`src/logic/ctrlPkg.sv`:
```
// Datapath control bundle and the ALU, branch, immediate and writeback selector encodings
`default_nettype none

package ctrlPkg;

    typedef enum logic [1:0] {
        ALU_ADD  = 2'b00,
        ALU_SUB  = 2'b01,
        ALU_XOR  = 2'b10,
        ALU_ANDN = 2'b11
    } aluOpT;

    typedef enum logic [2:0] {
        BR_NONE = 3'd0,
        BR_EQZ  = 3'd1,
        BR_NEZ  = 3'd2,
        BR_LTZ  = 3'd3,
        BR_GEZ  = 3'd4
    } brKindT;

    typedef enum logic [1:0] {
        IMM5  = 2'd0,
        IMM8  = 2'd1,
        IMM11 = 2'd2
    } immKindT;

    typedef enum logic [1:0] {
        WB_ALU  = 2'd0,
        WB_MEM  = 2'd1,
        WB_LINK = 2'd2,
        WB_IMM  = 2'd3
    } wbSrcT;

    // Which instruction field names the destination register
    typedef enum logic [1:0] {
        DST_RB = 2'd0,
        DST_RC = 2'd1,
        DST_RA = 2'd2,
        DST_R7 = 2'd3
    } dstSelT;

    typedef struct packed {
        logic    regWrite;
        dstSelT  dstSel;
        logic    aluSrc;
        aluOpT   aluOp;
        logic    memRead;
        logic    memWrite;
        wbSrcT   wbSrc;
        brKindT  brKind;
        logic    jump;
        logic    halt;
        immKindT immKind;
    } ctrlT;

    // No writes, no branch, falls through to PC+2
    localparam ctrlT CTRL_NOP = '{
        regWrite: 1'b0,
        dstSel:   DST_RB,
        aluSrc:   1'b0,
        aluOp:    ALU_ADD,
        memRead:  1'b0,
        memWrite: 1'b0,
        wbSrc:    WB_ALU,
        brKind:   BR_NONE,
        jump:     1'b0,
        halt:     1'b0,
        immKind:  IMM5
    };

endpackage

`default_nettype wire

```
`src/logic/isaPkg.sv`:
```
// Instruction set types, field layout, opcode encodings and memory sizes shared by the core
`default_nettype none

package isaPkg;

    // Data words and byte addresses are both 16 bits
    typedef logic [15:0] wordT;
    typedef logic [2:0]  regIdxT;
    typedef logic [7:0]  memIdxT;

    localparam int NUM_REGS   = 8;
    localparam int IMEM_DEPTH = 256;
    localparam int DMEM_DEPTH = 256;

    // One 16-bit instruction per step
    localparam wordT PC_STEP = 16'd2;

    // JAL return address register
    localparam regIdxT LINK_REG = 3'd7;

    // Opcode sits in instruction bits 15 to 11
    typedef enum logic [4:0] {
        OP_HALT  = 5'b00000,
        OP_NOP   = 5'b00001,
        OP_J     = 5'b00100,
        OP_JAL   = 5'b00110,
        OP_ADDI  = 5'b01000,
        OP_SUBI  = 5'b01001,
        OP_XORI  = 5'b01010,
        OP_ANDNI = 5'b01011,
        OP_BEQZ  = 5'b01100,
        OP_BNEZ  = 5'b01101,
        OP_BLTZ  = 5'b01110,
        OP_BGEZ  = 5'b01111,
        OP_ST    = 5'b10000,
        OP_LD    = 5'b10001,
        OP_LBI   = 5'b11000,
        OP_RFMT  = 5'b11011
    } opcodeT;

    // R-format function in bits 1 to 0
    typedef enum logic [1:0] {
        FN_ADD  = 2'b00,
        FN_SUB  = 2'b01,
        FN_XOR  = 2'b10,
        FN_ANDN = 2'b11
    } functT;

    // Overlay of one instruction word, immediates are cut from the raw bits
    typedef struct packed {
        opcodeT opcode;
        regIdxT rA;
        regIdxT rB;
        regIdxT rC;
        functT  low;
    } instrT;

endpackage

`default_nettype wire

```
`src/logic/decode.sv`:
```
// Register file with two combinational reads, destination select and immediate sign extension
`default_nettype none

module decode (
    input  wire logic           clk,
    input  wire logic           rst,
    input  wire isaPkg::instrT  instr,
    input  wire ctrlPkg::ctrlT  ctrl,
    input  wire logic           wbWe,
    input  wire isaPkg::regIdxT wbReg,
    input  wire isaPkg::wordT   wbData,
    output isaPkg::wordT        rs,
    output isaPkg::wordT        rt,
    output isaPkg::regIdxT      destReg,
    output isaPkg::wordT        imm
);
    import isaPkg::*;
    import ctrlPkg::*;

    wordT regs [NUM_REGS];
    wordT raw;

    always_ff @(posedge clk) begin
        if (rst) begin
            for (int i = 0; i < NUM_REGS; i++) begin
                regs[i] <= '0;
            end
        end else if (wbWe) begin
            regs[wbReg] <= wbData;
        end
    end

    // rB is both the second R-format source and the ST data register
    assign rs = regs[instr.rA];
    assign rt = regs[instr.rB];

    always_comb begin
        case (ctrl.dstSel)
            DST_RB:  destReg = instr.rB;
            DST_RC:  destReg = instr.rC;
            DST_RA:  destReg = instr.rA;
            DST_R7:  destReg = LINK_REG;
            default: destReg = instr.rB;
        endcase
    end

    assign raw = instr;

    // All immediate forms are sign extended
    always_comb begin
        case (ctrl.immKind)
            IMM5:    imm = {{11{raw[4]}}, raw[4:0]};
            IMM8:    imm = {{8{raw[7]}}, raw[7:0]};
            IMM11:   imm = {{5{raw[10]}}, raw[10:0]};
            default: imm = {{11{raw[4]}}, raw[4:0]};
        endcase
    end

endmodule

`default_nettype wire

```
`config.mk`:
```
export PLATFORM = sky130hd
export DESIGN_NAME = decode
export DESIGN_NICKNAME = d
export VERILOG_FILES = /design/src/logic/ctrlPkg.sv /design/src/logic/isaPkg.sv /design/src/logic/decode.sv
export SDC_FILE = /design/constraint.sdc
export NUM_CORES = 1
export LEC_CHECK = 0
export BUFFER_PORTS_ARGS = -buffer_cell sky130_fd_sc_hd__buf_2
export CAP_MARGIN = 20
export CORE_MARGIN = 4
export CORE_UTILIZATION = 45
export CTS_BUF_LIST = sky130_fd_sc_hd__clkbuf_4 sky130_fd_sc_hd__clkbuf_8
export DETAILED_ROUTE_END_ITERATION = 8
export PLACE_DENSITY = 0.66
export SYNTH_ARGS = -nofsm -noshare
export SYNTH_HDL_FRONTEND = slang
export SYNTH_SLANG_ARGS = --single-unit
```
`constraint.sdc`:
```
create_clock -name clk -period 2.15 [get_ports clk]
set_input_delay 0.1075 -clock clk [delete_from_list [all_inputs] [get_ports clk]]
set_output_delay 0.1075 -clock clk [all_outputs]
set_load 0.02 [all_outputs]
```
== Word level (Yosys, flattened, before mapping) ==
Memories as Yosys holds them, arrays and structs flattened.
Index checks and enable logic that the tools add are counted.

* Muxes and demuxes: 10
* Equality and inequality tests: 5
* Reductions and logical operators: 2

{| class="wikitable"
|+ Operators with widths
! kind !! number
|-
| $pmux W16 S2 || 1
|-
| $mux W16 || 1
|-
| $reduce_or A16 Y1 || 1
|-
| $pmux W3 S4 || 1
|-
| $eq A2 B2 Y1 const B || 3
|-
| $mux W1 || 6
|-
| $eq A2 B1 Y1 const B || 2
|-
| $mux W3 || 1
|-
| $logic_not A2 Y1 || 1
|}

* Register bits: 0
* Output and inout port bits: 51
* Input port bits: 55
* Word-level logic and storage cells: 18
* RAM bits: 128
* Memories: 1

{| class="wikitable"
|+ Memories
! memory !! words !! width !! read ports !! clocked after memory_dff !! wr ports !! line !! source
|-
| regs || 8 || 16 || 2 || 0 || 8 || decode.sv:20 || <nowiki>wordT regs [NUM_REGS];</nowiki>
|}

== Depth between registers and ports, before layout ==
* Word-level depth: 5
* Depth in mapped cells: 5
* Gate-level depth less buffers: 4

== Worst setup path after synthesis ==
OpenSTA, ideal clock, no wires.

* Path type: input -> register
* Start point: input port wbReg[1]
* End point: memory regs[4][0] in the netlist's numbering, enable pin
* Path buffers: 3
* Library setup time: 0.392 ns
* Cell stages on the path: 5
* Required time: 1.758 ns
* Data arrival time: 1.734 ns
* Setup slack: 0.024 ns
* Cells stage by stage: or3b_1 -> clkbuf_1 -> buf_6 -> buf_4 -> o21bai_1

{| class="wikitable"
|+ RTL lines
! element !! line !! source
|-
| start, declared || decode.sv:10 || <nowiki>input wire isaPkg::regIdxT wbReg,</nowiki>
|-
| end, declared || decode.sv:20 ||
|}

==> impl_metrics.ini <==
[run_status]
outcome = complete, no violations

[routing]
via_count = 4579
route.top_layer_used = met4
route.final.wire_length_um = 17570
drt_drc_violations_left = 0
viasPerCell = 6.041
met3WireLength_um = 1173
met1Wirelength_um = 7195
detail-route-antenna-nets = 0
routed_wire_length_per_instance_um = 23.18
wl_met2_um = 8948
detail_route.iter0.violations = 320
drt-pass1-iter-count = 5

[floorplan]
floorplan.io_pins = 106
core_area_mm2 = 0.01577
count_of_standard_cell_rows = 46
fp.dieArea_mm2 = 0.01811
die_h_um = 134.6
initial_core_util = 0.4572
floorplan.die.width_um = 134.6

[synthesis]
synth_area_mm2 = 0.007209
ys_warn_count = 0
syn-num-nets = 525
synth.top_cells.by_area = sky130_fd_sc_hd__edfxtp_1 (53%), sky130_fd_sc_hd__mux4_1 (22%), sky130_fd_sc_hd__nor3_1 (8.5%)
synth_top_cell_by_area = sky130_fd_sc_hd__edfxtp_1
share_of_the_yosys_chip_area_belonging_to_registers = 0.5331
synth.top_cell.area_share = 0.5331
synth.ff_latch_count = 128
distinct_cells_synth = 25
avgSynthCellArea_um2 = 15.40
syn-instance-count = 468

[global_routing]
via_count_of_the_first_global_routing_pass = 4679
initial_antenna_violation_count = 0
grt_start_max_net_pins = 65
grt_remaining_overflow = 0
gr-usage-all-layers = 0.1991
grt_first_pass_wirelength_um = 27170

[placed_design]
post_place_cell_area_mm2 = 0.007756
place.detailed.hpwl_um = 10130
place.gp.congestion = 0.7517
io_buffer_count = 83

[pwr]
switch_share = 0.2585
pwr-share-seq = 0.507
pleak_nw = 2.830
switchingPower_w = 0.001516
worst_ir_drop_vdd_mv = 0.3403
cell_internal_pwr_w = 0.004348
share_comb_of_total_power = 0.174
pwr_density_cell_mw_per_mm2 = 723.6
power_frac_clock = 0.319

[cts]
h-tree-depth = 4
cts_num_sinks = 128
cts.path.max_buffers = 2
cts_tree = built
cts_buffers = 17
number_of_cells_upsized_or_downsized_after_cts = 0
cts_hold_buf = 0
clock_slew_at_reported_path_ffs_ns = 0.07
root_buffer_cell = sky130_fd_sc_hd__clkbuf_8
cts.repair_timing.setup_buffer_count = 0

[sta]
slew_headroom = 0.4881
final_period_minus_worst_setup_slack_ns = 1.957
report.final.hold_viol_count = 0
finalSetupTns_ns = 0
timing.final.setup_violations = 0
max_freq_mhz = 511.0
max_slew.worst_pin.slew_ns = 0.7678
part_of_the_cycle_the_worst_path_needs = 0.9103
slew_violations = 0
rsz0062_at_grt = no

[critical_path]
crit_path_depth = 3
crit_path_max_fanout = 2
req_time_crit_path_ns = 2.04
timing.critical_path.slowest_cell_delay_ns = 0.54
cp_num_buf_inv = 1
cells_traversed_along_the_worst_timing_path = mux4_1 -> mux2_2 -> buf_2
timing.critical_path.arrival_ns = 1.85
critical-path-top-delay-family = multiplexers
worstSetupPathType = register to primary output
critical_path.slowest_cell = sky130_fd_sc_hd__mux4_1
timing.critical_path.from = regs[3][7]
worst_setup_path_start_kind = register
endpoint_kind = primary output

[job]
timing.max_cap.violations = 0

[cells_and_area]
largest_registers = regs (128)
insertedDiodeCount = 0
finalNetCount = 588
layout.area.seq_mm2 = 0.003844
multi_input_combinational_cell_area_mm2 = 0.002948
finish.instance_area_mm2 = 0.008104
largest_reg_flops = 128
largest_register = regs
layout-drive-gt1-share = 0.3266
num-fill-cells = 1338
area_growth_syn_to_layout_pct = 12.41

[min_path]
worst_hold_path.num_cells = 3
holdCritPathClass = primary input to register
hold_start = wbData[8]
==> worst paths after layout <==
path	endpoint	slack (ns)
max	rs[7]	0.19
min	regs[3][8]	0.14
==> cells in the final DEF, fill, tap and decap left out, types with 3 or more instances in the layout <==
master,instances
sky130_fd_sc_hd__clkbuf_8,17
sky130_fd_sc_hd__nand2_1,5
sky130_fd_sc_hd__buf_12,4
sky130_fd_sc_hd__clkinv_2,4
sky130_fd_sc_hd__a21oi_1,4
sky130_fd_sc_hd__buf_2,83
sky130_fd_sc_hd__mux2_2,35
sky130_fd_sc_hd__mux4_1,59
sky130_fd_sc_hd__inv_1,4
sky130_fd_sc_hd__buf_4,16
sky130_fd_sc_hd__nand2b_1,3
sky130_fd_sc_hd__o21ai_0,3
sky130_fd_sc_hd__edfxtp_1,128
sky130_fd_sc_hd__clkinv_1,21
sky130_fd_sc_hd__o21bai_1,9
sky130_fd_sc_hd__nor3_2,6
sky130_fd_sc_hd__mux4_2,5
sky130_fd_sc_hd__o22a_1,3
sky130_fd_sc_hd__nor3_1,122
==> per-layer routing <==
metal  vias up  GRT usage
met2       195     0.3427
met3        18    0.03987
li1       2049          -
met5         -          0
met1      2317     0.2608
met4         0    0.05204
==> power groups by stage <==
stage / logic, W / registers, W / clock network (W)
final: 0.00102 / 0.00298 / 0.00187
after global placement: 0.00101 / 0.00301 / 0
after detailed placement: 0.00102 / 0.00303 / 0
after CTS: 0.00103 / 0.00298 / 0.00190
after global routing: 0.00108 / 0.00299 / 0.00201
after floorplan: 0.000736 / 0.00299 / 0
==> stage by stage <==
step	utilization	hold slack (ns)	cells	setup WS, ns	power [W]
3_5_place_dp	0.4918	0.2151	728	0.4920	0.004055
5_1_grt	0.5139	0.1311	758	0.1594	0.006091
6_report	0.5139	0.1437	758	0.1929	0.005864
4_1_cts	0.5139	0.1186	758	0.1665	0.005900
2_1_floorplan	-	0.3276	468	0.02409	0.003728
3_3_place_gp	0.4918	0.2151	728	0.5089	0.004022
==> synthesized netlist by cell type (all sizes together) <==
cell / instances
a21oi: 4
buf: 27
clkbuf: 32
clkinv: 16
edfxtp: 128
ha: 2
inv: 5
mux2: 35
mux4: 64
nand2: 5
nand2b: 3
nand3b: 1
nor2b: 1
nor3: 128
o21ai: 3
o21bai: 9
o22a: 3
or2: 1
or3b: 1
==> area by class of cell <==
| class | count | area share |
|---|---|---|
| Clock buffer | 19 | 0.03072 |
| Clock inverter | 11 | 0.01220 |
| Inverter | 21 | 0.009727 |
| Multi-Input combinational cell | 260 | 0.3637 |
| Sequential cell | 128 | 0.4743 |
| Tap cell | 216 | 0.03335 |
| Timing Repair Buffer | 103 | 0.07596 |
==> cell families after synthesis <==
group | after synthesis | share of synthesized area
buffers and inverters | 80 | 0.05797
AOI/OAI and AO/OA | 19 | 0.01788
DFF | 128 | 0.5331
and+or+nand+nor | 140 | 0.1022
muxes | 99 | 0.2853
adders and majority gates | 2 | 0.003470
==> tightest hold or removal path, stage by stage <==
cell	delay, ns
sky130_fd_sc_hd__buf_2	0.10
sky130_fd_sc_hd__clkinv_1	0.12
sky130_fd_sc_hd__nor3_1	0.07
(Power assumes the default switching activity.)
