**config.mk**
```make
export PLATFORM = sky130hd
export DESIGN_NAME = control
export DESIGN_NICKNAME = d
export VERILOG_FILES = /design/src/logic/ctrlPkg.sv /design/src/logic/isaPkg.sv /design/src/logic/control.sv
export SDC_FILE = /design/constraint.sdc
export NUM_CORES = 1
export LEC_CHECK = 0
export BUFFER_PORTS_ARGS = -buffer_cell sky130_fd_sc_hd__buf_2
export CORE_AREA = 2 2 39 41
export DETAILED_ROUTE_END_ITERATION = 8
export DIE_AREA = 0 0 41 43
export GPL_ROUTABILITY_DRIVEN = 0
export SYNTH_ARGS = -nofsm -noshare
export SYNTH_HDL_FRONTEND = slang
export SYNTH_SLANG_ARGS = --single-unit
```
**constraint.sdc**
```tcl
create_clock -name vclk -period 0.8
set_input_delay 0.04 -clock vclk [all_inputs]
set_output_delay 0.04 -clock vclk [all_outputs]
set_load 0.01 [all_outputs]
```
**src/logic/ctrlPkg.sv**
```systemverilog
// Datapath control bundle and the ALU, branch, immediate and writeback selector encodings
`default_nettype none

package ctrlPkg;

    typedef enum logic [1:0] {
        ALU_ADD  = 2'b00,
        ALU_SUB  = 2'b01,
        ALU_XOR  = 2'b10,
        ALU_ANDN = 2'b11
    } aluOpT;

    typedef enum logic [2:0] {
        BR_NONE = 3'd0,
        BR_EQZ  = 3'd1,
        BR_NEZ  = 3'd2,
        BR_LTZ  = 3'd3,
        BR_GEZ  = 3'd4
    } brKindT;

    typedef enum logic [1:0] {
        IMM5  = 2'd0,
        IMM8  = 2'd1,
        IMM11 = 2'd2
    } immKindT;

    typedef enum logic [1:0] {
        WB_ALU  = 2'd0,
        WB_MEM  = 2'd1,
        WB_LINK = 2'd2,
        WB_IMM  = 2'd3
    } wbSrcT;

    // Which instruction field names the destination register
    typedef enum logic [1:0] {
        DST_RB = 2'd0,
        DST_RC = 2'd1,
        DST_RA = 2'd2,
        DST_R7 = 2'd3
    } dstSelT;

    typedef struct packed {
        logic    regWrite;
        dstSelT  dstSel;
        logic    aluSrc;
        aluOpT   aluOp;
        logic    memRead;
        logic    memWrite;
        wbSrcT   wbSrc;
        brKindT  brKind;
        logic    jump;
        logic    halt;
        immKindT immKind;
    } ctrlT;

    // No writes, no branch, falls through to PC+2
    localparam ctrlT CTRL_NOP = '{
        regWrite: 1'b0,
        dstSel:   DST_RB,
        aluSrc:   1'b0,
        aluOp:    ALU_ADD,
        memRead:  1'b0,
        memWrite: 1'b0,
        wbSrc:    WB_ALU,
        brKind:   BR_NONE,
        jump:     1'b0,
        halt:     1'b0,
        immKind:  IMM5
    };

endpackage

`default_nettype wire

```
**src/logic/isaPkg.sv**
```systemverilog
// Instruction set types, field layout, opcode encodings and memory sizes shared by the core
`default_nettype none

package isaPkg;

    // Data words and byte addresses are both 16 bits
    typedef logic [15:0] wordT;
    typedef logic [2:0]  regIdxT;
    typedef logic [7:0]  memIdxT;

    localparam int NUM_REGS   = 8;
    localparam int IMEM_DEPTH = 256;
    localparam int DMEM_DEPTH = 256;

    // One 16-bit instruction per step
    localparam wordT PC_STEP = 16'd2;

    // JAL return address register
    localparam regIdxT LINK_REG = 3'd7;

    // Opcode sits in instruction bits 15 to 11
    typedef enum logic [4:0] {
        OP_HALT  = 5'b00000,
        OP_NOP   = 5'b00001,
        OP_J     = 5'b00100,
        OP_JAL   = 5'b00110,
        OP_ADDI  = 5'b01000,
        OP_SUBI  = 5'b01001,
        OP_XORI  = 5'b01010,
        OP_ANDNI = 5'b01011,
        OP_BEQZ  = 5'b01100,
        OP_BNEZ  = 5'b01101,
        OP_BLTZ  = 5'b01110,
        OP_BGEZ  = 5'b01111,
        OP_ST    = 5'b10000,
        OP_LD    = 5'b10001,
        OP_LBI   = 5'b11000,
        OP_RFMT  = 5'b11011
    } opcodeT;

    // R-format function in bits 1 to 0
    typedef enum logic [1:0] {
        FN_ADD  = 2'b00,
        FN_SUB  = 2'b01,
        FN_XOR  = 2'b10,
        FN_ANDN = 2'b11
    } functT;

    // Overlay of one instruction word, immediates are cut from the raw bits
    typedef struct packed {
        opcodeT opcode;
        regIdxT rA;
        regIdxT rB;
        regIdxT rC;
        functT  low;
    } instrT;

endpackage

`default_nettype wire

```
**src/logic/control.sv**
```systemverilog
// Main decoder that turns an instruction into the control bundle and flags undefined opcodes
`default_nettype none

module control (
    input  wire isaPkg::instrT instr,
    output ctrlPkg::ctrlT      ctrl,
    output logic               illegal
);
    import isaPkg::*;
    import ctrlPkg::*;

    always_comb begin
        ctrl    = CTRL_NOP;
        illegal = 1'b0;
        case (instr.opcode)
            OP_HALT: ctrl.halt = 1'b1;
            OP_NOP: ;
            OP_RFMT: begin
                ctrl.regWrite = 1'b1;
                ctrl.dstSel   = DST_RC;
                case (instr.low)
                    FN_ADD:  ctrl.aluOp = ALU_ADD;
                    FN_SUB:  ctrl.aluOp = ALU_SUB;
                    FN_XOR:  ctrl.aluOp = ALU_XOR;
                    FN_ANDN: ctrl.aluOp = ALU_ANDN;
                    default: ctrl.aluOp = ALU_ADD;
                endcase
            end
            OP_ADDI, OP_SUBI, OP_XORI, OP_ANDNI: begin
                ctrl.regWrite = 1'b1;
                ctrl.aluSrc   = 1'b1;
                // Low two opcode bits follow the ALU encoding
                ctrl.aluOp    = aluOpT'(instr.opcode[1:0]);
            end
            OP_LBI: begin
                ctrl.regWrite = 1'b1;
                ctrl.dstSel   = DST_RA;
                ctrl.wbSrc    = WB_IMM;
                ctrl.immKind  = IMM8;
            end
            OP_LD: begin
                ctrl.regWrite = 1'b1;
                ctrl.aluSrc   = 1'b1;
                ctrl.memRead  = 1'b1;
                ctrl.wbSrc    = WB_MEM;
            end
            OP_ST: begin
                ctrl.aluSrc   = 1'b1;
                ctrl.memWrite = 1'b1;
            end
            OP_BEQZ: begin
                ctrl.brKind  = BR_EQZ;
                ctrl.immKind = IMM8;
            end
            OP_BNEZ: begin
                ctrl.brKind  = BR_NEZ;
                ctrl.immKind = IMM8;
            end
            OP_BLTZ: begin
                ctrl.brKind  = BR_LTZ;
                ctrl.immKind = IMM8;
            end
            OP_BGEZ: begin
                ctrl.brKind  = BR_GEZ;
                ctrl.immKind = IMM8;
            end
            OP_J: begin
                ctrl.jump    = 1'b1;
                ctrl.immKind = IMM11;
            end
            OP_JAL: begin
                ctrl.jump     = 1'b1;
                ctrl.immKind  = IMM11;
                ctrl.regWrite = 1'b1;
                ctrl.dstSel   = DST_R7;
                ctrl.wbSrc    = WB_LINK;
            end
            default: illegal = 1'b1;
        endcase
    end

endmodule

`default_nettype wire

```
After elaboration in Yosys (flattened, before gate mapping)
Index checks and enable logic that the tools add are counted.
{"block": "totals", "reg_bits": 0, "latch_bits": 0, "n_memories": 0, "mem_bits_ro": 0, "output_inout_bits": 18, "ramBits": 0, "inputBits": 16}
{"block": "classes", "div_mod_pow": 0, "n_eq_ne": 18, "shifts": 0, "n_lt_le_gt_ge": 0, "bitwise": 0, "n_mul": 0, "muxes": 13, "reduce_logical": 8, "n_addsub": 0}
{"operator": "== test 5 x 4 -> 1 bit, second input constant", "n": 8}
{"operator": "== test 5 bit, second input constant", "n": 4}
{"operator": "OR reduction 16 bit", "n": 1}
{"operator": "case mux 2 bit (3 select lines)", "n": 2}
{"operator": "case mux 3 bit (4 select lines)", "n": 1}
{"operator": "== test 5 x 3 -> 1 bit, second input constant", "n": 2}
{"operator": "case mux 2 bit (2 select lines)", "n": 2}
{"operator": "case mux 2 bit (4 select lines)", "n": 1}
{"operator": "OR reduction 8 bit", "n": 1}
{"operator": "2-to-1 mux 1 bit", "n": 7}
{"operator": "OR reduction 6 bit", "n": 1}
{"operator": "== test 5 x 1 -> 1 bit, second input constant", "n": 1}
{"operator": "logical NOT 5 bit", "n": 1}
{"operator": "OR reduction 5 bit", "n": 1}
{"operator": "== test 2 bit, second input constant", "n": 2}
{"operator": "OR reduction 4 bit", "n": 1}
{"operator": "== test 2 x 1 -> 1 bit, second input constant", "n": 1}
{"operator": "logical NOT 2 bit", "n": 1}
{"operator": "OR reduction 2 bit", "n": 1}

Depth between registers and ports, before layout
Gate-level depths: netlist (run 1).
{"block": "logic_depth", "depth_word": 3, "mapped_depth": 4, "ltp_nobuf": 3}

Least setup slack after synthesis (run 1)
OpenSTA, ideal clock, no wires.
{"block": "synth_timing", "path_kind": "input-to-output", "start": "in instr[11] (netlist name)", "end": "out ctrl[16] (netlist name)", "slack_ns": 0.001, "cell_stages": 3, "required_ns": 0.760, "n_path_buf": 0, "arrival_ns": 0.759, "path_cell_list": "nor4b_2 > o21ai_1 > o2111ai_1"}
{"element": "start: declaration", "line_no": "control.sv:5", "text": "input wire isaPkg::instrT instr,"}
{"element": "end: declaration", "line_no": "control.sv:6", "text": "output ctrlPkg::ctrlT ctrl,"}

==> summary.md, run 1 <==
| Metric | Value |
|---|---|
| Mapped Area | 296.5 sq um |
| Filler cells | 141 |
| Fin nets | 105 |
| Met3 global-route usage | 0 |
| IO Port Bufs | 25 |
| Dominant cells by area after synthesis | nand2_1, nor2_1, a21oi_1 |
| Core area | between 1000 and 1500 sq um |
| Fin. max-slew vios | 0 |
| Crit end category | output port |
| Synth area leader | nand2_1 |
| Crit path cell chain | buf_8 -> buf_4 -> buf_6 -> nor2b_4 -> a32oi_2 -> nor2_1 -> buf_2 |
| Final Cell Area | around 690 sq um |
| I/O pin total | 34 |
| Die span in y | 43 microns |
| Met1 Resource Use GR | 0.1582 |
| Antenna viol nets, final | 0 |
| GRT overflow | 0 |
| Num sequential | 0 |
| Unrepaired setup endpoints after global routing | yes |
| Max incr delay on CP | 0.16 ns |
| WL/cell | 11.29 microns |
| Power Density | between 400 and 500 nW/um^2 |
| GR Layer Usage met2 | 0.2563 |
| Initial antenna violation count | 0 |
| Worst min path class | primary input to output port |
| DP Area | 516.7 sq um |
| Storage cell area | 0 sq um |
| Slew Limit Headroom | 0.8291 |
| Slew @ Worst Pin | around 0.26 ns |
| Setup violators final | 8 |
| CP arrival | 0.90 ns |
| Outcome | finished with violations |
| Vias/cell | 4.650 |
| Gr usage total | 0.1319 |
| DRC viols | 0 |
| FP Rows | 14 |
| DP Wirelength | approximately 780 microns |
| Cells after DPL | 100 |
| Syn nets | 66 |
| Drt first pass iters | 4 |
| Syn Inst Count | 50 |
| Fmax | 1.061 GHz |
| DRT iter0 DRCs | 5 |
| CP delay by family, top | buffers and inverters |
| Final Non-Filler Cells | about 100 |
| GR peak layer | met2 |
| Via Count | about 480 |
| Tmin final | 0.9425 ns |
| CP max FO | 7 |
| Hold EP | ctrl[11] |
| Max IR drop VDD | 204.1 uV |
| Hold_sp | instr[0] |
| Setup TNS | -0.6388 ns |
| Register area share after synthesis | 0 |
| Synthesized area per cell | 5.931 sq um |
| Failing checks | negative setup slack |
| Crit-path slowest cell | a32oi_2 |
| Worst Setup Slack, final | -0.1425 ns |
| Hold depth | 4 |
| Maxcap violations | 0 |
| Die X | 41 microns |
| Post-synth top area share | 0.08861 |
| # diodes | 0 |
| Share of cells above drive strength 1 | 0.6667 |
| Hold Vio Cnt, Final | 0 |
| Initial Utilization | 0.2143 |
| Number of global-route vias before repair | 445 |
| Critical path class | primary input to output port |
| Worst Path Buf+Inv | 4 |
| Area grow syn2layout | 133.8% |
| CP required | 0.76 ns |
| Final period util | 1.178 |
| Layout clock buffers | 0 |
| Synth top cells by count | nand2_1, nor2_1, a21oi_1 |
| Synth warnings | 0 |
| Largest net degree at the start of global routing | 8 |
| WL final | approximately 1.2 mm |
| First-pass GRT wire length | approximately 1.8 mm |
| Multi-input logic area | 345.3 sq um |
| Pre-CTS WS | -0.1784 ns |
| Die footprint | 1763 sq um |
| Static leakage | 0.3767 nW |
| Distinct cells, synth | 24 |
| CP startpoint kind | primary input |
| Pwr Total | 0.3349 mW |
-- where the power goes --
part           internal [mW]  switching (mW)
combinational          0.181           0.153
sequential                 0               0
clock                      0               0
total                  0.181           0.153
-- cell families (layout without fill, tap and decap cells) --
| logic type | Yosys count | in the layout | share of synthesized area |
|---|---|---|---|
| and+or+nand+nor | 29 | 29 | 0.5570 |
| AOI/OAI and AO/OA | 10 | 10 | 0.2152 |
| buffers and inverters | 8 | 45 | 0.1392 |
| xor gates and xnor gates | 3 | 3 | 0.08862 |
-- repair_timing --
item	4_1_cts	5_1_grt
buffers inserted	2	1
endpoints found under the setup margin	16	17
pin swaps	3	9
hold buffers	0	0
resized for setup	20	18
-- tightest hold or removal path, cell delays in order --
cell and delay [ns]:
buf_2 0.09, nand2_1 0.05, a21boi_1 0.05, buf_2 0.13
-- final cells by class --
| class | count | area share |
|---|---|---|
| Timing Repair Buffer | 42 | 0.4567 |
| Tap cell | 16 | 0.02888 |
| Inverter | 3 | 0.01625 |
| Multi-Input combinational cell | 42 | 0.4982 |
-- stage by stage --
stage	utilization	hold slack, ns
2_1_floorplan	-	0.1225
3_5_place_dp	0.3734	0.4063
3_3_place_gp	0.3734	0.4053
4_1_cts	0.4430	0.4060
5_1_grt	0.5009	0.4505
6_report	0.5009	0.4067
-- worst max path at each step --
stage | startpoint | to | slack, ns | cells past startpoint
floorplan | instr[11] | ctrl[16] | 0.001 | 3
global placement | instr[11] | ctrl[16] | -0.16 | 4
detailed placement | instr[11] | ctrl[16] | -0.18 | 5
CTS | instr[14] | ctrl[16] | -0.16 | 5
global route | instr[14] | ctrl[16] | -0.19 | 6
finish | instr[14] | ctrl[8] | -0.14 | 7
-- per-layer routing --
layer | part of all wire | vias to the layer above
li1 | - | 246
met1 | 0.41 | 221
met2 | 0.56 | 12
met3 | 0.034 | 0
met4 | 0 | 0
met5 | 0 | -
-- placed cells by master (no fill, tap or decap), drive strengths merged --
cell type,netlist,final
nand2b,1,1
and4,1,1
xor2,2,2
or4,1,1
nor2b,4,4
and3b,1,1
nor3b,1,1
o22a,1,1
nor2,7,7
nor4b,2,2
a21boi,1,1
and2b,1,1
xnor2,1,1
and3,2,2
nand2,7,7
o21ai,1,1
buf,5,42
inv,3,3
o2111ai,1,1
a21oi,5,5
a32oi,1,1
nand3,1,1
(Power assumes the default switching activity.)
==> run 2: changes to the inputs <==
Settings changed: PLACE_DENSITY from default to 0.55.
Clock period 0.8 ns to 1.2 ns, I/O delays scaled along.
==> run 2 against run 1 <==
The flow now finishes without violations. Via count is 14% lower. Worst setup slack better by 0.30 ns. Global-route usage is 3.1 points lower. Sequential cell count stayed put. First-iteration DRC count is 20% higher. Worst hold slack better by 0.041 ns. Critical path type unchanged.
==> summary.md, run 2 (synthesis results as in run 1) <==
| Metric | Value |
|---|---|
| Vias/cell | 4.567 |
| DP Wirelength | 672.1 microns |
| Commonest non-fill, non-tap cells in the layout | buf_2, nor2_1, nand2_1, a21oi_1 |
| Fmax | 0.9560 GHz |
| Area grow syn2layout | 48.95% |
| Final Non-Filler Cells | 90 |
| # diodes | 0 |
| CP required | 1.14 ns |
| CP max FO | 14 |
| IO Port Bufs | 25 |
| Die X | 41 microns |
| CP arrival | 0.99 ns |
| Post_cts resized | 0 |
| Core area | 1384 sq um |
| Initial Utilization | 0.2143 |
| Tmin final | approximately 1.0 ns |
| DRT iter0 DRCs | 6 |
| CP startpoint kind | primary input |
| Crit path cell chain | buf_2 -> nor4b_2 -> o21ai_1 -> o2111ai_1 -> buf_2 |
| Multi-input logic area | roughly 260 sq um |
| Slew Limit Headroom | 0.7878 |
| First-pass GRT wire length | between 1 and 1.5 mm |
| Hold Vio Cnt, Final | 0 |
| Slew @ Worst Pin | 0.3175 ns |
| Die footprint | 1763 sq um |
| Post-CTS setup buffers | 0 |
| Gr usage total | 0.1009 |
| Share of cells above drive strength 1 | 0.4054 |
| Setup violators final | 0 |
| CP dominant cell by count | buf_2 |
| Worst Path Buf+Inv | 2 |
| Worst Setup Slack, final | 0.1540 ns |
| Setup TNS | 0 ns |
| Worst min path class | primary input to output port |
| Crit end category | output port |
| WL/cell | 9.322 microns |
| Layout clock buffers | 0 |
| Maxcap violations | 0 |
| Number of global-route vias before repair | 319 |
| Critical path class | primary input to output port |
| Num sequential | 0 |
| Antenna viol nets, final | 0 |
| Drt first pass iters | 4 |
| Max IR drop VDD | slightly below 100 uV |
| Fin nets | 92 |
| Via Count | 411 |
| I/O pin total | 34 |
| Pwr Total | 0.1340 mW |
| CP delay by family, top | buffers and inverters |
| Largest net degree at the start of global routing | 15 |
| Unrepaired setup endpoints after global routing | no |
| Static leakage | 0.2587 nW |
| Hold buffers post-CTS | 0 |
| Pre-CTS WS | 0.1604 ns |
| Initial antenna violation count | 0 |
| WL final | ~840 microns |
| Commonest non-fill, non-tap cell in the layout | buf_2 |
| Crit-path slowest cell | nor4b_2 |
| Outcome | completed |
| Cells after DPL | 90 |
| Final period util | 0.8716 |
| Power Density | roughly 300 nW/um^2 |
| GRT overflow | 0 |
| DRC viols | 0 |
| Fin. max-slew vios | 0 |
| Max incr delay on CP | approximately 0.33 ns |
| Storage cell area | 0 sq um |
| FP Rows | 14 |
| Filler cells | ~170 |
| Die span in y | 43 microns |
## run 2: cell types whose count changed in the layout (fill, tap and decap cells not counted), sizes merged
cell,previous run,this run
buf,42,29
## run 2: stage by stage
stage / area [sq um] / hold WS [ns] / utilization
6_report: 441.7 / 0.4478 / 0.3192
5_1_grt: 441.7 / 0.4664 / 0.3192
4_1_cts: 441.7 / 0.4519 / 0.3192
3_5_place_dp: 441.7 / 0.4510 / 0.3192
3_3_place_gp: 441.7 / 0.4429 / 0.3192
2_1_floorplan: 296.5 / 0.1625 / -
## run 2: per-layer routing
layer,wire (microns),vias up,global-route usage
met5,0,-,0
met4,0,0,0
met3,49,0,0
met2,395,13,0.1594
met1,394,178,0.1582
li1,-,220,-
## run 2: power by group
part / total [mW] / internal [mW] / switching, mW
combinational: 0.134 / 0.0597 / 0.0743
sequential: 0 / 0 / 0
clock: 0 / 0 / 0
## run 2: path summary, 6_finish.rpt
check | from | to | slack (ns) | cells past startpoint
worst min-delay path | instr[1] | ctrl[12] | 0.45 | 4
worst max-delay path | instr[13] | ctrl[16] | 0.15 | 5
## run 2: area by class of cell
class              count  share of cell area
well taps             16             0.04533
multi-input cells     42              0.5779
inverters              3             0.02550
repair buffers        29              0.3513
## run 2: tightest hold or removal path, cell delays in order
cell and delay [ns]:
buf_2 0.10, nand2_1 0.05, a21oi_1 0.05, buf_2 0.13
