===== config.mk =====
export PLATFORM = sky130hd
export DESIGN_NAME = execute
export DESIGN_NICKNAME = d
export VERILOG_FILES = /design/src/logic/ctrlPkg.sv /design/src/logic/isaPkg.sv /design/src/logic/execute.sv
export SDC_FILE = /design/constraint.sdc
export NUM_CORES = 1
export LEC_CHECK = 0
export BUFFER_PORTS_ARGS = -buffer_cell sky130_fd_sc_hd__buf_2
export CAP_MARGIN = 20
export CORE_MARGIN = 5
export CORE_UTILIZATION = 50
export DETAILED_ROUTE_END_ITERATION = 8
export PLACE_DENSITY = 0.87
export SLEW_MARGIN = 20
export SYNTH_ARGS = -nofsm -noshare
export SYNTH_HDL_FRONTEND = slang
export SYNTH_SLANG_ARGS = --single-unit
export TNS_END_PERCENT = 20

===== constraint.sdc =====
create_clock -name vclk -period 7.5
set_input_delay 1.5 -clock vclk [all_inputs]
set_output_delay 1.5 -clock vclk [all_outputs]
set_load 0.01 [all_outputs]

===== src/logic/ctrlPkg.sv =====
// Datapath control bundle and the ALU, branch, immediate and writeback selector encodings
`default_nettype none

package ctrlPkg;

    typedef enum logic [1:0] {
        ALU_ADD  = 2'b00,
        ALU_SUB  = 2'b01,
        ALU_XOR  = 2'b10,
        ALU_ANDN = 2'b11
    } aluOpT;

    typedef enum logic [2:0] {
        BR_NONE = 3'd0,
        BR_EQZ  = 3'd1,
        BR_NEZ  = 3'd2,
        BR_LTZ  = 3'd3,
        BR_GEZ  = 3'd4
    } brKindT;

    typedef enum logic [1:0] {
        IMM5  = 2'd0,
        IMM8  = 2'd1,
        IMM11 = 2'd2
    } immKindT;

    typedef enum logic [1:0] {
        WB_ALU  = 2'd0,
        WB_MEM  = 2'd1,
        WB_LINK = 2'd2,
        WB_IMM  = 2'd3
    } wbSrcT;

    // Which instruction field names the destination register
    typedef enum logic [1:0] {
        DST_RB = 2'd0,
        DST_RC = 2'd1,
        DST_RA = 2'd2,
        DST_R7 = 2'd3
    } dstSelT;

    typedef struct packed {
        logic    regWrite;
        dstSelT  dstSel;
        logic    aluSrc;
        aluOpT   aluOp;
        logic    memRead;
        logic    memWrite;
        wbSrcT   wbSrc;
        brKindT  brKind;
        logic    jump;
        logic    halt;
        immKindT immKind;
    } ctrlT;

    // No writes, no branch, falls through to PC+2
    localparam ctrlT CTRL_NOP = '{
        regWrite: 1'b0,
        dstSel:   DST_RB,
        aluSrc:   1'b0,
        aluOp:    ALU_ADD,
        memRead:  1'b0,
        memWrite: 1'b0,
        wbSrc:    WB_ALU,
        brKind:   BR_NONE,
        jump:     1'b0,
        halt:     1'b0,
        immKind:  IMM5
    };

endpackage

`default_nettype wire


===== src/logic/isaPkg.sv =====
// Instruction set types, field layout, opcode encodings and memory sizes shared by the core
`default_nettype none

package isaPkg;

    // Data words and byte addresses are both 16 bits
    typedef logic [15:0] wordT;
    typedef logic [2:0]  regIdxT;
    typedef logic [7:0]  memIdxT;

    localparam int NUM_REGS   = 8;
    localparam int IMEM_DEPTH = 256;
    localparam int DMEM_DEPTH = 256;

    // One 16-bit instruction per step
    localparam wordT PC_STEP = 16'd2;

    // JAL return address register
    localparam regIdxT LINK_REG = 3'd7;

    // Opcode sits in instruction bits 15 to 11
    typedef enum logic [4:0] {
        OP_HALT  = 5'b00000,
        OP_NOP   = 5'b00001,
        OP_J     = 5'b00100,
        OP_JAL   = 5'b00110,
        OP_ADDI  = 5'b01000,
        OP_SUBI  = 5'b01001,
        OP_XORI  = 5'b01010,
        OP_ANDNI = 5'b01011,
        OP_BEQZ  = 5'b01100,
        OP_BNEZ  = 5'b01101,
        OP_BLTZ  = 5'b01110,
        OP_BGEZ  = 5'b01111,
        OP_ST    = 5'b10000,
        OP_LD    = 5'b10001,
        OP_LBI   = 5'b11000,
        OP_RFMT  = 5'b11011
    } opcodeT;

    // R-format function in bits 1 to 0
    typedef enum logic [1:0] {
        FN_ADD  = 2'b00,
        FN_SUB  = 2'b01,
        FN_XOR  = 2'b10,
        FN_ANDN = 2'b11
    } functT;

    // Overlay of one instruction word, immediates are cut from the raw bits
    typedef struct packed {
        opcodeT opcode;
        regIdxT rA;
        regIdxT rB;
        regIdxT rC;
        functT  low;
    } instrT;

endpackage

`default_nettype wire


===== src/logic/execute.sv =====
// ALU, branch condition test and next-PC selection for the single-cycle datapath
`default_nettype none

module execute (
    input  wire isaPkg::wordT  pc,
    input  wire isaPkg::wordT  rs,
    input  wire isaPkg::wordT  rt,
    input  wire isaPkg::wordT  imm,
    input  wire ctrlPkg::ctrlT ctrl,
    output isaPkg::wordT       aluRes,
    output isaPkg::wordT       nextPc
);
    import isaPkg::*;
    import ctrlPkg::*;

    wordT opA;
    wordT opB;
    wordT pcInc;
    wordT target;
    logic taken;

    // First operand is always the rA register
    assign opA = rs;
    assign opB = ctrl.aluSrc ? imm : rt;

    always_comb begin
        case (ctrl.aluOp)
            ALU_ADD: begin
                aluRes = opA + opB;
            end
            ALU_SUB: begin
                // Reversed order gives second minus first
                aluRes = opB - opA;
            end
            ALU_XOR: begin
                aluRes = opA ^ opB;
            end
            ALU_ANDN: begin
                aluRes = opA & ~opB;
            end
            default: begin
                aluRes = opA + opB;
            end
        endcase
    end

    // Branches test only the sign bit or the zero value of rs
    always_comb begin
        case (ctrl.brKind)
            BR_EQZ:  taken = (rs == '0);
            BR_NEZ:  taken = (rs != '0);
            BR_LTZ:  taken = rs[15];
            BR_GEZ:  taken = ~rs[15];
            default: taken = 1'b0;
        endcase
    end

    assign pcInc = pc + PC_STEP;

    // Branch and jump displacements are both relative to PC+2
    assign target = pcInc + imm;

    always_comb begin
        if (taken || ctrl.jump) begin
            nextPc = target;
        end else begin
            nextPc = pcInc;
        end
    end

endmodule

`default_nettype wire


---- Yosys cells after proc, flatten, opt, wreduce, memory -nomap -nowiden ----
Index checks and enable logic that the tools add are counted.
storage, ports and cells
  register bits ........................... 0
  output and inout port bits .............. 32
  word-level logic and storage cells ...... 23
cells by class
  add/sub/neg operators ................... 4
  equal/unequal tests ..................... 7
  muxes and demuxes ....................... 4
  bitwise operators ....................... 4
  reductions and logical operators ........ 4
operators with widths
  operator                                                                number
  16-bit case mux with 4 select lines                                     1
  16-bit adder                                                            2
  16-bit 2-to-1 mux                                                       2
  16-bit by 2-bit adder with 16-bit output (second input constant)        1
  16-bit AND                                                              1
  16-bit zero test                                                        1
  16-bit NOT                                                              1
  16-bit nonzero test                                                     1
  16-bit subtractor                                                       1
  16-bit bitwise XOR                                                      1
  3-bit by 2-bit equality test with 1-bit output (second input constant)  2
  2-bit equality test (second input constant)                             2
  1-bit case mux with 4 select lines                                      1
  3-bit by 1-bit equality test with 1-bit output (second input constant)  1
  3-bit equality test (second input constant)                             1
  2-bit by 1-bit equality test with 1-bit output (second input constant)  1
  2-bit zero test                                                         1
  1-bit logical OR                                                        1
  1-bit NOT                                                               1

---- Logic depth before layout (Yosys ltp) ----
Gate-level depths: netlist of run 1.
  depth in word-level cells ............... 4
  mapped depth ............................ 14
  depth with buffers taken out ............ 13

---- Worst setup path before layout of run 1 ----
No wires, ideal clock.
  path kind ............................... input to output
  from .................................... in rs[2]
  to ...................................... out aluRes[13]
  arrival ................................. 4.188 ns
  slack ................................... 1.812 ns
  stages .................................. 10
  path buffers ............................ 0
  cell sequence ........................... or4_4 or4_4 o31ai_2 xor2_1 ha_1 or2_2 a21oi_1 a311oi_1 o21a_1 o31ai_1
on the way
  cells in the longest elaborated chain, start to end .. 2
RTL lines
  item                                               line           RTL
  start, declared                                    execute.sv:6   input wire isaPkg::wordT rs,
  16-bit subtractor or 16-bit adder (tied branches)  --
  16-bit case mux with 4 select lines *              execute.sv:27  case (ctrl.aluOp)
  end, declared                                      execute.sv:10  output isaPkg::wordT aluRes,
Mark *: on every way between the ends. The rest lies on a longest branch, timed or not.

---- Worst setup path after layout of run 1 ----
  from .................................... in ctrl[11] (netlist name)
  to ...................................... out aluRes[15]
on the way
  cells in the longest elaborated chain, start to end .. 2
RTL lines
  item                                         line           RTL
  start, declared                              execute.sv:9   input wire ctrlPkg::ctrlT ctrl,
  2-bit equality test (tied with other cells)  execute.sv:27
  16-bit case mux with 4 select lines *        execute.sv:27
Marked as above.

==> results of run 1 <==
-- report_power, final --
part | switching, mW | leakage [nW] | internal (mW)
Combinational | 0.196 | 1.79 | 0.160
Sequential | 0 | 0 | 0
Clock | 0 | 0 | 0
Total | 0.196 | 1.79 | 0.160
-- final timing paths --
path / from / endpoint / slack [ns]
max: ctrl[11] / aluRes[15] / 1.15
min: pc[0] / nextPc[0] / 3.33
-- layout make-up --
type / count / area [µm²]
Fill cell: 558 / 2336
Inverter: 34 / 127.6
Multi-Input combinational cell: 377 / 2848
Tap cell: 75 / 93.84
Timing Repair Buffer: 103 / 515.5
-- cell families after synthesis --
logic type	synth area share
adder cells (fa/ha/maj)	0.2104
buffers and inverters	0.06491
AO/OA/AOI/OAI	0.2588
multiplexers	0.1072
AND/OR/NAND/NOR	0.2182
XOR/XNOR	0.1405
-- per-layer routing --
layer  vias up  wire (µm)  global-route usage  share of wire
met3        12        606             0.03010          0.071
met4         2        102             0.03297          0.012
met5         -         13                   0         0.0015
met1      1562       3536              0.2672           0.42
li1       1719          -                   -              -
met2       102       4252              0.3986           0.50
-- synth_stat cells (all sizes together), types with 2 or more instances --
master	n	area share
a2111o	2	0.0074
ha	48	0.20
nor2	32	0.039
a21o	11	0.027
a211o	3	0.0086
nand2	37	0.046
o21ai	31	0.051
and3	2	0.0041
xor2	18	0.052
or4	4	0.014
a21oi	29	0.049
nand4	4	0.0082
a211oi	6	0.018
a31oi	5	0.010
nand2b	8	0.016
a221oi	3	0.011
nor2b	4	0.0082
inv	34	0.042
and2	2	0.0041
nor4b	2	0.0058
nor4	3	0.011
nor3	13	0.025
fa	2	0.013
xnor2	30	0.089
nand3	11	0.018
buf	9	0.019
o31ai	9	0.024
clkbuf	3	0.0037
or3	3	0.0062
o21bai	5	0.012
o21a	5	0.012
mux2i	22	0.076
o211ai	5	0.012
nor3b	2	0.0049
mux2	7	0.031
-- cells in the final DEF (no fill, tap or decap), drive strengths merged, types with 4 or more instances in the layout --
cell type,n
a31oi,5
o21ai,31
xnor2,30
ha,48
mux2i,22
nand3,11
nand2b,8
o21bai,5
nor3,13
buf,103
o211ai,5
nor2,32
a21o,11
or4,4
a211oi,6
a21oi,29
nand4,4
nand2,37
nor2b,4
o31ai,9
inv,34
mux2,7
o21a,5
xor2,18
-- worst max-delay path, delay by kind of cell --
| family | cells | cell delay, ns |
|---|---|---|
| AOI/OAI and AO/OA | 7 | 1.89 |
| buffers and inverters | 3 | 0.68 |
| and+or+nand+nor | 2 | 0.49 |
| adders and majority gates | 1 | 0.27 |
-- through the flow --
stage,cell area (µm²),std cells,worst slack (ns)
floorplan,3045,423,1.812
global placement,3585,589,1.335
detailed placement,3585,589,1.236
CTS,3585,589,1.218
global route,3585,589,0.9214
finish,3585,589,1.155
==> flow_metrics.env, run 1 <==
export IMPL_slowest_stage="buf_2"
export IMPL_tightest_slew_ns=0.6083
export IMPL_seq_area_um2=0
export IMPL_drt_iter0_drc=107
export IMPL_die_w_um=88.05
export IMPL_vias=3397
export IMPL_finalHoldViolCount=0
export IMPL_areaGrowthSynthToFinish_pct=17.71
export IMPL_drc=0
export IMPL_synth_area_um2=3045
export IMPL_track_usage=0.2150
export IMPL_hpwl_um=7309
export IMPL_status="completed"
export IMPL_n_antenna_cell=0
export IMPL_antenna_found_initial=1
export IMPL_grt_overflow=0
export IMPL_peakVddDrop_mv=0.06634
export IMPL_maxSlewHeadroom=0.5945
export IMPL_routed_via_density=5.767
export IMPL_synth_fp_nets=554
export IMPL_post_route_period_util=0.8460
export IMPL_power_uw=356.6
export IMPL_leakage_nw=1.787
export IMPL_setup_violations=0
export IMPL_setup_tns_ns=0
export IMPL_setup_worst_path_class="primary input to output port"
export IMPL_seq_cells=0
export IMPL_yosysSeqAreaShare=0
export IMPL_powerDensity_nw_per_um2=99.48
export IMPL_final_layout_size_suffix_gt1_frac=0.2432
export IMPL_worstHoldPathCells=3
export IMPL_grt_start_max_net_pins=39
export IMPL_maxCapViolations=0
export IMPL_die_area_um2=7752
export IMPL_wirelength_um=8511
export IMPL_grt_pass1_wl_um=14080
export IMPL_postSynthAreaPerCell_um2=7.200
export IMPL_cp_data_required_time_ns=6.00
export IMPL_nets=647
export IMPL_ys_warn_count=0
export IMPL_final_clkbuf_count=0
export IMPL_num_rows=28
export IMPL_holdWs_ns=3.332
export IMPL_cp_slowest_stage_delay_ns=0.43
export IMPL_io_pins=113
export IMPL_gp_congestion=0.8780
export IMPL_start_kind="primary input"
export IMPL_finalCriticalPeriod_ns=6.345
export IMPL_fmax_ghz=0.1576
export IMPL_rsz0062_at_grt="no"
export IMPL_crit_path_end_kind="output port"
export IMPL_critPathArrivalTime_ns=4.85
export IMPL_maxSlewViolCount=0
export IMPL_post_cts_buffers=0
export IMPL_synthCells=423
export IMPL_numPortBuffers=103
export IMPL_detail_route_antenna_nets=0
export IMPL_cts_hold_buffers_added=0
export IMPL_cp_cell_sequence="buf_2 -> nand2b_1 -> o21ai_0 -> inv_1 -> ha_1 -> nor2b_1 -> o21a_1 -> o21a_1 -> o2111ai_1 -> a31oi_1 -> a211o_1 -> o211ai_1 -> buf_2"
export IMPL_final_util=0.6055
export IMPL_grt_pass1_vias=3301
export IMPL_core_um2=5921
export IMPL_synthDistinctLibCells=58
export IMPL_ctsResizeCount=0
export IMPL_dr_pass1_iters=5
export IMPL_hold_path_class="primary input to output port"
export IMPL_die_h_um=88.05
export IMPL_cp_max_fo=28
export IMPL_wire_per_inst_um=14.45
export IMPL_initial_core_util=0.5144
No activity file was read; power rests on OpenSTA's default activity.
==> run 2: changes to the inputs <==
==> constraint.sdc (replaced) <==
create_clock -name vclk -period 5.9
set_input_delay 1.18 -clock vclk [all_inputs]
set_output_delay 1.18 -clock vclk [all_outputs]
set_load 0.01 [all_outputs]
==> flow_metrics.env, run 2 (same netlist as run 1, synthesis figures left out) <==
export IMPL_hpwl_um=7299
export IMPL_cp_slowest_stage_delay_ns=0.37
export IMPL_grt_overflow=0
export IMPL_die_area_um2=7752
export IMPL_initial_core_util=0.5144
export IMPL_ctsResizeCount=0
export IMPL_maxSlewViolCount=0
export IMPL_detail_route_antenna_nets=0
export IMPL_post_cts_buffers=0
export IMPL_numPortBuffers=103
export IMPL_antenna_found_initial=0
export IMPL_maxSlewHeadroom=0.6600
export IMPL_grt_pass1_wl_um=14140
export IMPL_setup_worst_path_class="primary input to output port"
export IMPL_stdcell_count=592
export IMPL_critical_path_top_delay_family="compound AO/OA/AOI/OAI gates"
export IMPL_powerDensity_nw_per_um2=126.1
export IMPL_fill_cells=546
export IMPL_cts_hold_buffers_added=0
export IMPL_seq_area_um2=0
export IMPL_cp_cell_sequence="buf_2 -> inv_1 -> ha_1 -> nor3b_1 -> nand3b_1 -> o21ai_0 -> xor2_1 -> ha_1 -> nor2b_1 -> a31oi_1 -> a31oi_1 -> a211o_1 -> o211ai_1 -> buf_2"
export IMPL_die_h_um=88.05
export IMPL_critPathArrivalTime_ns=4.24
export IMPL_post_route_period_util=0.9195
export IMPL_finalCriticalPeriod_ns=5.425
export IMPL_cp_data_required_time_ns=4.72
export IMPL_cp_startpoint="rs[1]"
export IMPL_dr_pass1_iters=4
export IMPL_wire_per_inst_um=14.24
export IMPL_peakVddDrop_mv=0.07717
export IMPL_start_kind="primary input"
export IMPL_crit_path_end_kind="output port"
export IMPL_seq_cells=0
export IMPL_final_layout_size_suffix_gt1_frac=0.2476
export IMPL_grt_pass1_vias=3338
export IMPL_final_util=0.6093
export IMPL_num_rows=28
export IMPL_crit_path_end="aluRes[15]"
export IMPL_cp_depth=14
export IMPL_core_um2=5921
export IMPL_dp_cells=592
export IMPL_setup_violations=0
export IMPL_n_antenna_cell=0
export IMPL_cp_max_fo=5
export IMPL_drc=0
export IMPL_crit_buf_inv=3
export IMPL_slowest_stage="nor3b_1"
export IMPL_nets=650
export IMPL_most_common_layout_cells="buf_2 (103), ha_1 (48), nand2_1 (36)"
export IMPL_setup_tns_ns=0
export IMPL_grt_start_max_net_pins=24
export IMPL_track_usage=0.2156
export IMPL_io_pins=113
export IMPL_hold_path_class="primary input to output port"
export IMPL_tightest_slew_ns=0.5100
export IMPL_fmax_ghz=0.1843
export IMPL_vias=3377
export IMPL_hold_start="pc[0]"
export IMPL_final_clkbuf_count=0
export IMPL_leakage_nw=1.802
export IMPL_layout_commonest_cell="buf_2"
export IMPL_rsz0062_at_grt="no"
export IMPL_finalHoldViolCount=0
export IMPL_areaGrowthSynthToFinish_pct=18.45
export IMPL_wirelength_um=8428
export IMPL_status="completed"
export IMPL_gp_congestion=0.8979
export IMPL_die_w_um=88.05
export IMPL_drt_iter0_drc=134
export IMPL_routed_via_density=5.704
export IMPL_maxCapViolations=0
-- run 2: cell type report --
class                      count  area, µm²  share of cell area
timing repair buffer         106      538.0              0.1492
tap                           75      93.84             0.02601
inverter                      34      127.6             0.03538
multi-input combinational    377       2848              0.7895
-- run 2: metrics by stage --
step / worst slack [ns] / power (mW) / hold WS, ns / instance area [µm²]
final: 0.4751 / 0.4548 / 2.708 / 3607
after global routing: 0.2489 / 0.5101 / 2.734 / 3607
after CTS: 0.4834 / 0.4553 / 2.712 / 3607
after floorplan: 0.8523 / 0.3183 / 2.490 / 3045
after detailed placement: 0.4928 / 0.4520 / 2.708 / 3607
after global placement: 0.5706 / 0.4393 / 2.692 / 3607
-- run 2: worst min path at each step --
stage                     end  slack (ns)  cells past startpoint
floorplan           nextPc[1]        2.49                      1
global placement    nextPc[0]        2.69                      3
detailed placement  nextPc[1]        2.71                      3
CTS                 nextPc[1]        2.71                      3
global route        nextPc[0]        2.73                      3
finish              nextPc[0]        2.71                      3
-- run 2: routing by layer --
metal	part of all wire	global-route usage
met3	0.068	0.01599
met5	0	0
met1	0.42	0.2733
met4	0.016	0.03984
met2	0.49	0.4000
-- run 2: power breakdown --
part	switching, mW	internal, mW	leakage (nW)
clock	0	0	0
sequential	0	0	0
combinational	0.250	0.205	1.80
==> run 3: changes to the inputs <==
--- a/config.mk
+++ b/config.mk
@@ -5,12 +5,13 @@
 export SDC_FILE = /design/constraint.sdc
 export NUM_CORES = 1
 export LEC_CHECK = 0
-export BUFFER_PORTS_ARGS = -buffer_cell sky130_fd_sc_hd__buf_2
 export CAP_MARGIN = 20
+export CORE_ASPECT_RATIO = 1.75
 export CORE_MARGIN = 5
 export CORE_UTILIZATION = 50
 export DETAILED_ROUTE_END_ITERATION = 8
-export PLACE_DENSITY = 0.87
+export DONT_BUFFER_PORTS = 1
+export PLACE_DENSITY = 0.71
 export SLEW_MARGIN = 20
 export SYNTH_ARGS = -nofsm -noshare
 export SYNTH_HDL_FRONTEND = slang
==> flow_metrics.env, run 3 (same netlist as run 1, synthesis figures left out) <==
export IMPL_gp_congestion=0.8315
export IMPL_grt_overflow=0
export IMPL_die_area_um2=7813
export IMPL_nets=545
export IMPL_switching_share=0.5669
export IMPL_ctsResizeCount=0
export IMPL_post_cts_buffers=0
export IMPL_routed_via_density=5.980
export IMPL_numPortBuffers=0
export IMPL_final_layout_size_suffix_gt1_frac=0.05583
export IMPL_stdcell_count=490
export IMPL_maxCapViolations=0
export IMPL_most_common_layout_cells="ha_1 (48), nand2_1 (36), inv_1 (34)"
export IMPL_post_route_period_util=0.8917
export IMPL_areaGrowthSynthToFinish_pct=1.150
export IMPL_core_um2=5926
export IMPL_maxSlewViolCount=0
export IMPL_setup_tns_ns=0
export IMPL_start_kind="primary input"
export IMPL_num_rows=37
export IMPL_cts_hold_buffers_added=0
export IMPL_leakage_nw=1.383
export IMPL_crit_path_end_kind="output port"
export IMPL_dp_slack_ns=0.6437
export IMPL_grt_pass1_vias=2958
export IMPL_rsz0062_at_grt="no"
export IMPL_fmax_ghz=0.1901
export IMPL_status="completed"
export IMPL_finalHoldViolCount=0
export IMPL_cp_max_fo=5
export IMPL_drt_iter0_drc=174
export IMPL_holdWs_ns=2.450
export IMPL_grt_start_max_net_pins=39
export IMPL_wirelength_um=7899
export IMPL_hold_path_class="primary input to output port"
export IMPL_dp_cells=490
export IMPL_maxSlewHeadroom=0.6664
export IMPL_finalCriticalPeriod_ns=5.261
export IMPL_die_w_um=69.00
export IMPL_seq_cells=0
export IMPL_hpwl_um=7045
export IMPL_vias=2930
export IMPL_n_antenna_cell=0
export IMPL_setup_worst_path_class="primary input to output port"
export IMPL_pwr_share_comb=1.000
export IMPL_final_clkbuf_count=0
export IMPL_wire_per_inst_um=16.12
export IMPL_powerDensity_nw_per_um2=118.6
export IMPL_initial_core_util=0.5139
export IMPL_cp_data_required_time_ns=4.72
export IMPL_critPathArrivalTime_ns=4.08
export IMPL_peakVddDrop_mv=0.05317
export IMPL_drc=0
export IMPL_p_clk_frac=0
export IMPL_p_seq_frac=0
export IMPL_switching_power_uw=207.0
export IMPL_setup_violations=0
export IMPL_grt_pass1_wl_um=12990
export IMPL_detail_route_antenna_nets=0
export IMPL_tightest_slew_ns=0.4962
export IMPL_die_h_um=113.2
export IMPL_cell_internal_pwr_uw=158.2
export IMPL_dr_pass1_iters=4
export IMPL_track_usage=0.2042
export IMPL_io_pins=113
export IMPL_fin_ws_ns=0.6388
export IMPL_seq_area_um2=0
export IMPL_layout_commonest_cell="ha_1"
export IMPL_antenna_found_initial=0
-- run 3: power groups by stage --
stage / registers [mW] / logic, mW / clock network, mW
after floorplan: 0 / 0.318 / 0
final: 0 / 0.365 / 0
after CTS: 0 / 0.367 / 0
after global placement: 0 / 0.358 / 0
after global routing: 0 / 0.412 / 0
after detailed placement: 0 / 0.366 / 0
-- run 3: worst max-delay path, stage by stage --
cell and delay [ns]:
or4_4 0.55, or4_4 0.46, o31ai_2 0.21, xor2_1 0.16, ha_1 0.29, or2_2 0.29
a21oi_1 0.19, a311oi_1 0.09, o21a_1 0.20, o31ai_1 0.45
-- run 3: metrics by stage --
step / power, mW / util / instance area (µm²)
final: 0.3652 / 0.5198 / 3080
after global routing: 0.4116 / 0.5198 / 3080
after CTS: 0.3672 / 0.5198 / 3080
after detailed placement: 0.3655 / 0.5198 / 3080
after global placement: 0.3577 / 0.5198 / 3080
after floorplan: 0.3183 / - / 3045
-- run 3: layout make-up --
type               instances  area (µm²)
fillers                  616        2845
well taps                 78       97.59
inverters                 34       127.6
multi-input cells        377        2848
repair buffers             1       7.507
-- run 3: path summary, 6_finish.rpt --
path | from | depth (start not counted) | slack (ns) | endpoint
min | ctrl[12] | 1 | 2.45 | aluRes[2]
max | rs[2] | 10 | 0.64 | aluRes[13]
-- run 3: metal layers --
layer	track usage	routed length, µm
met1	0.2194	2930
met2	0.4031	4360
met3	0.02185	419
met4	0.04036	189
met5	0	0
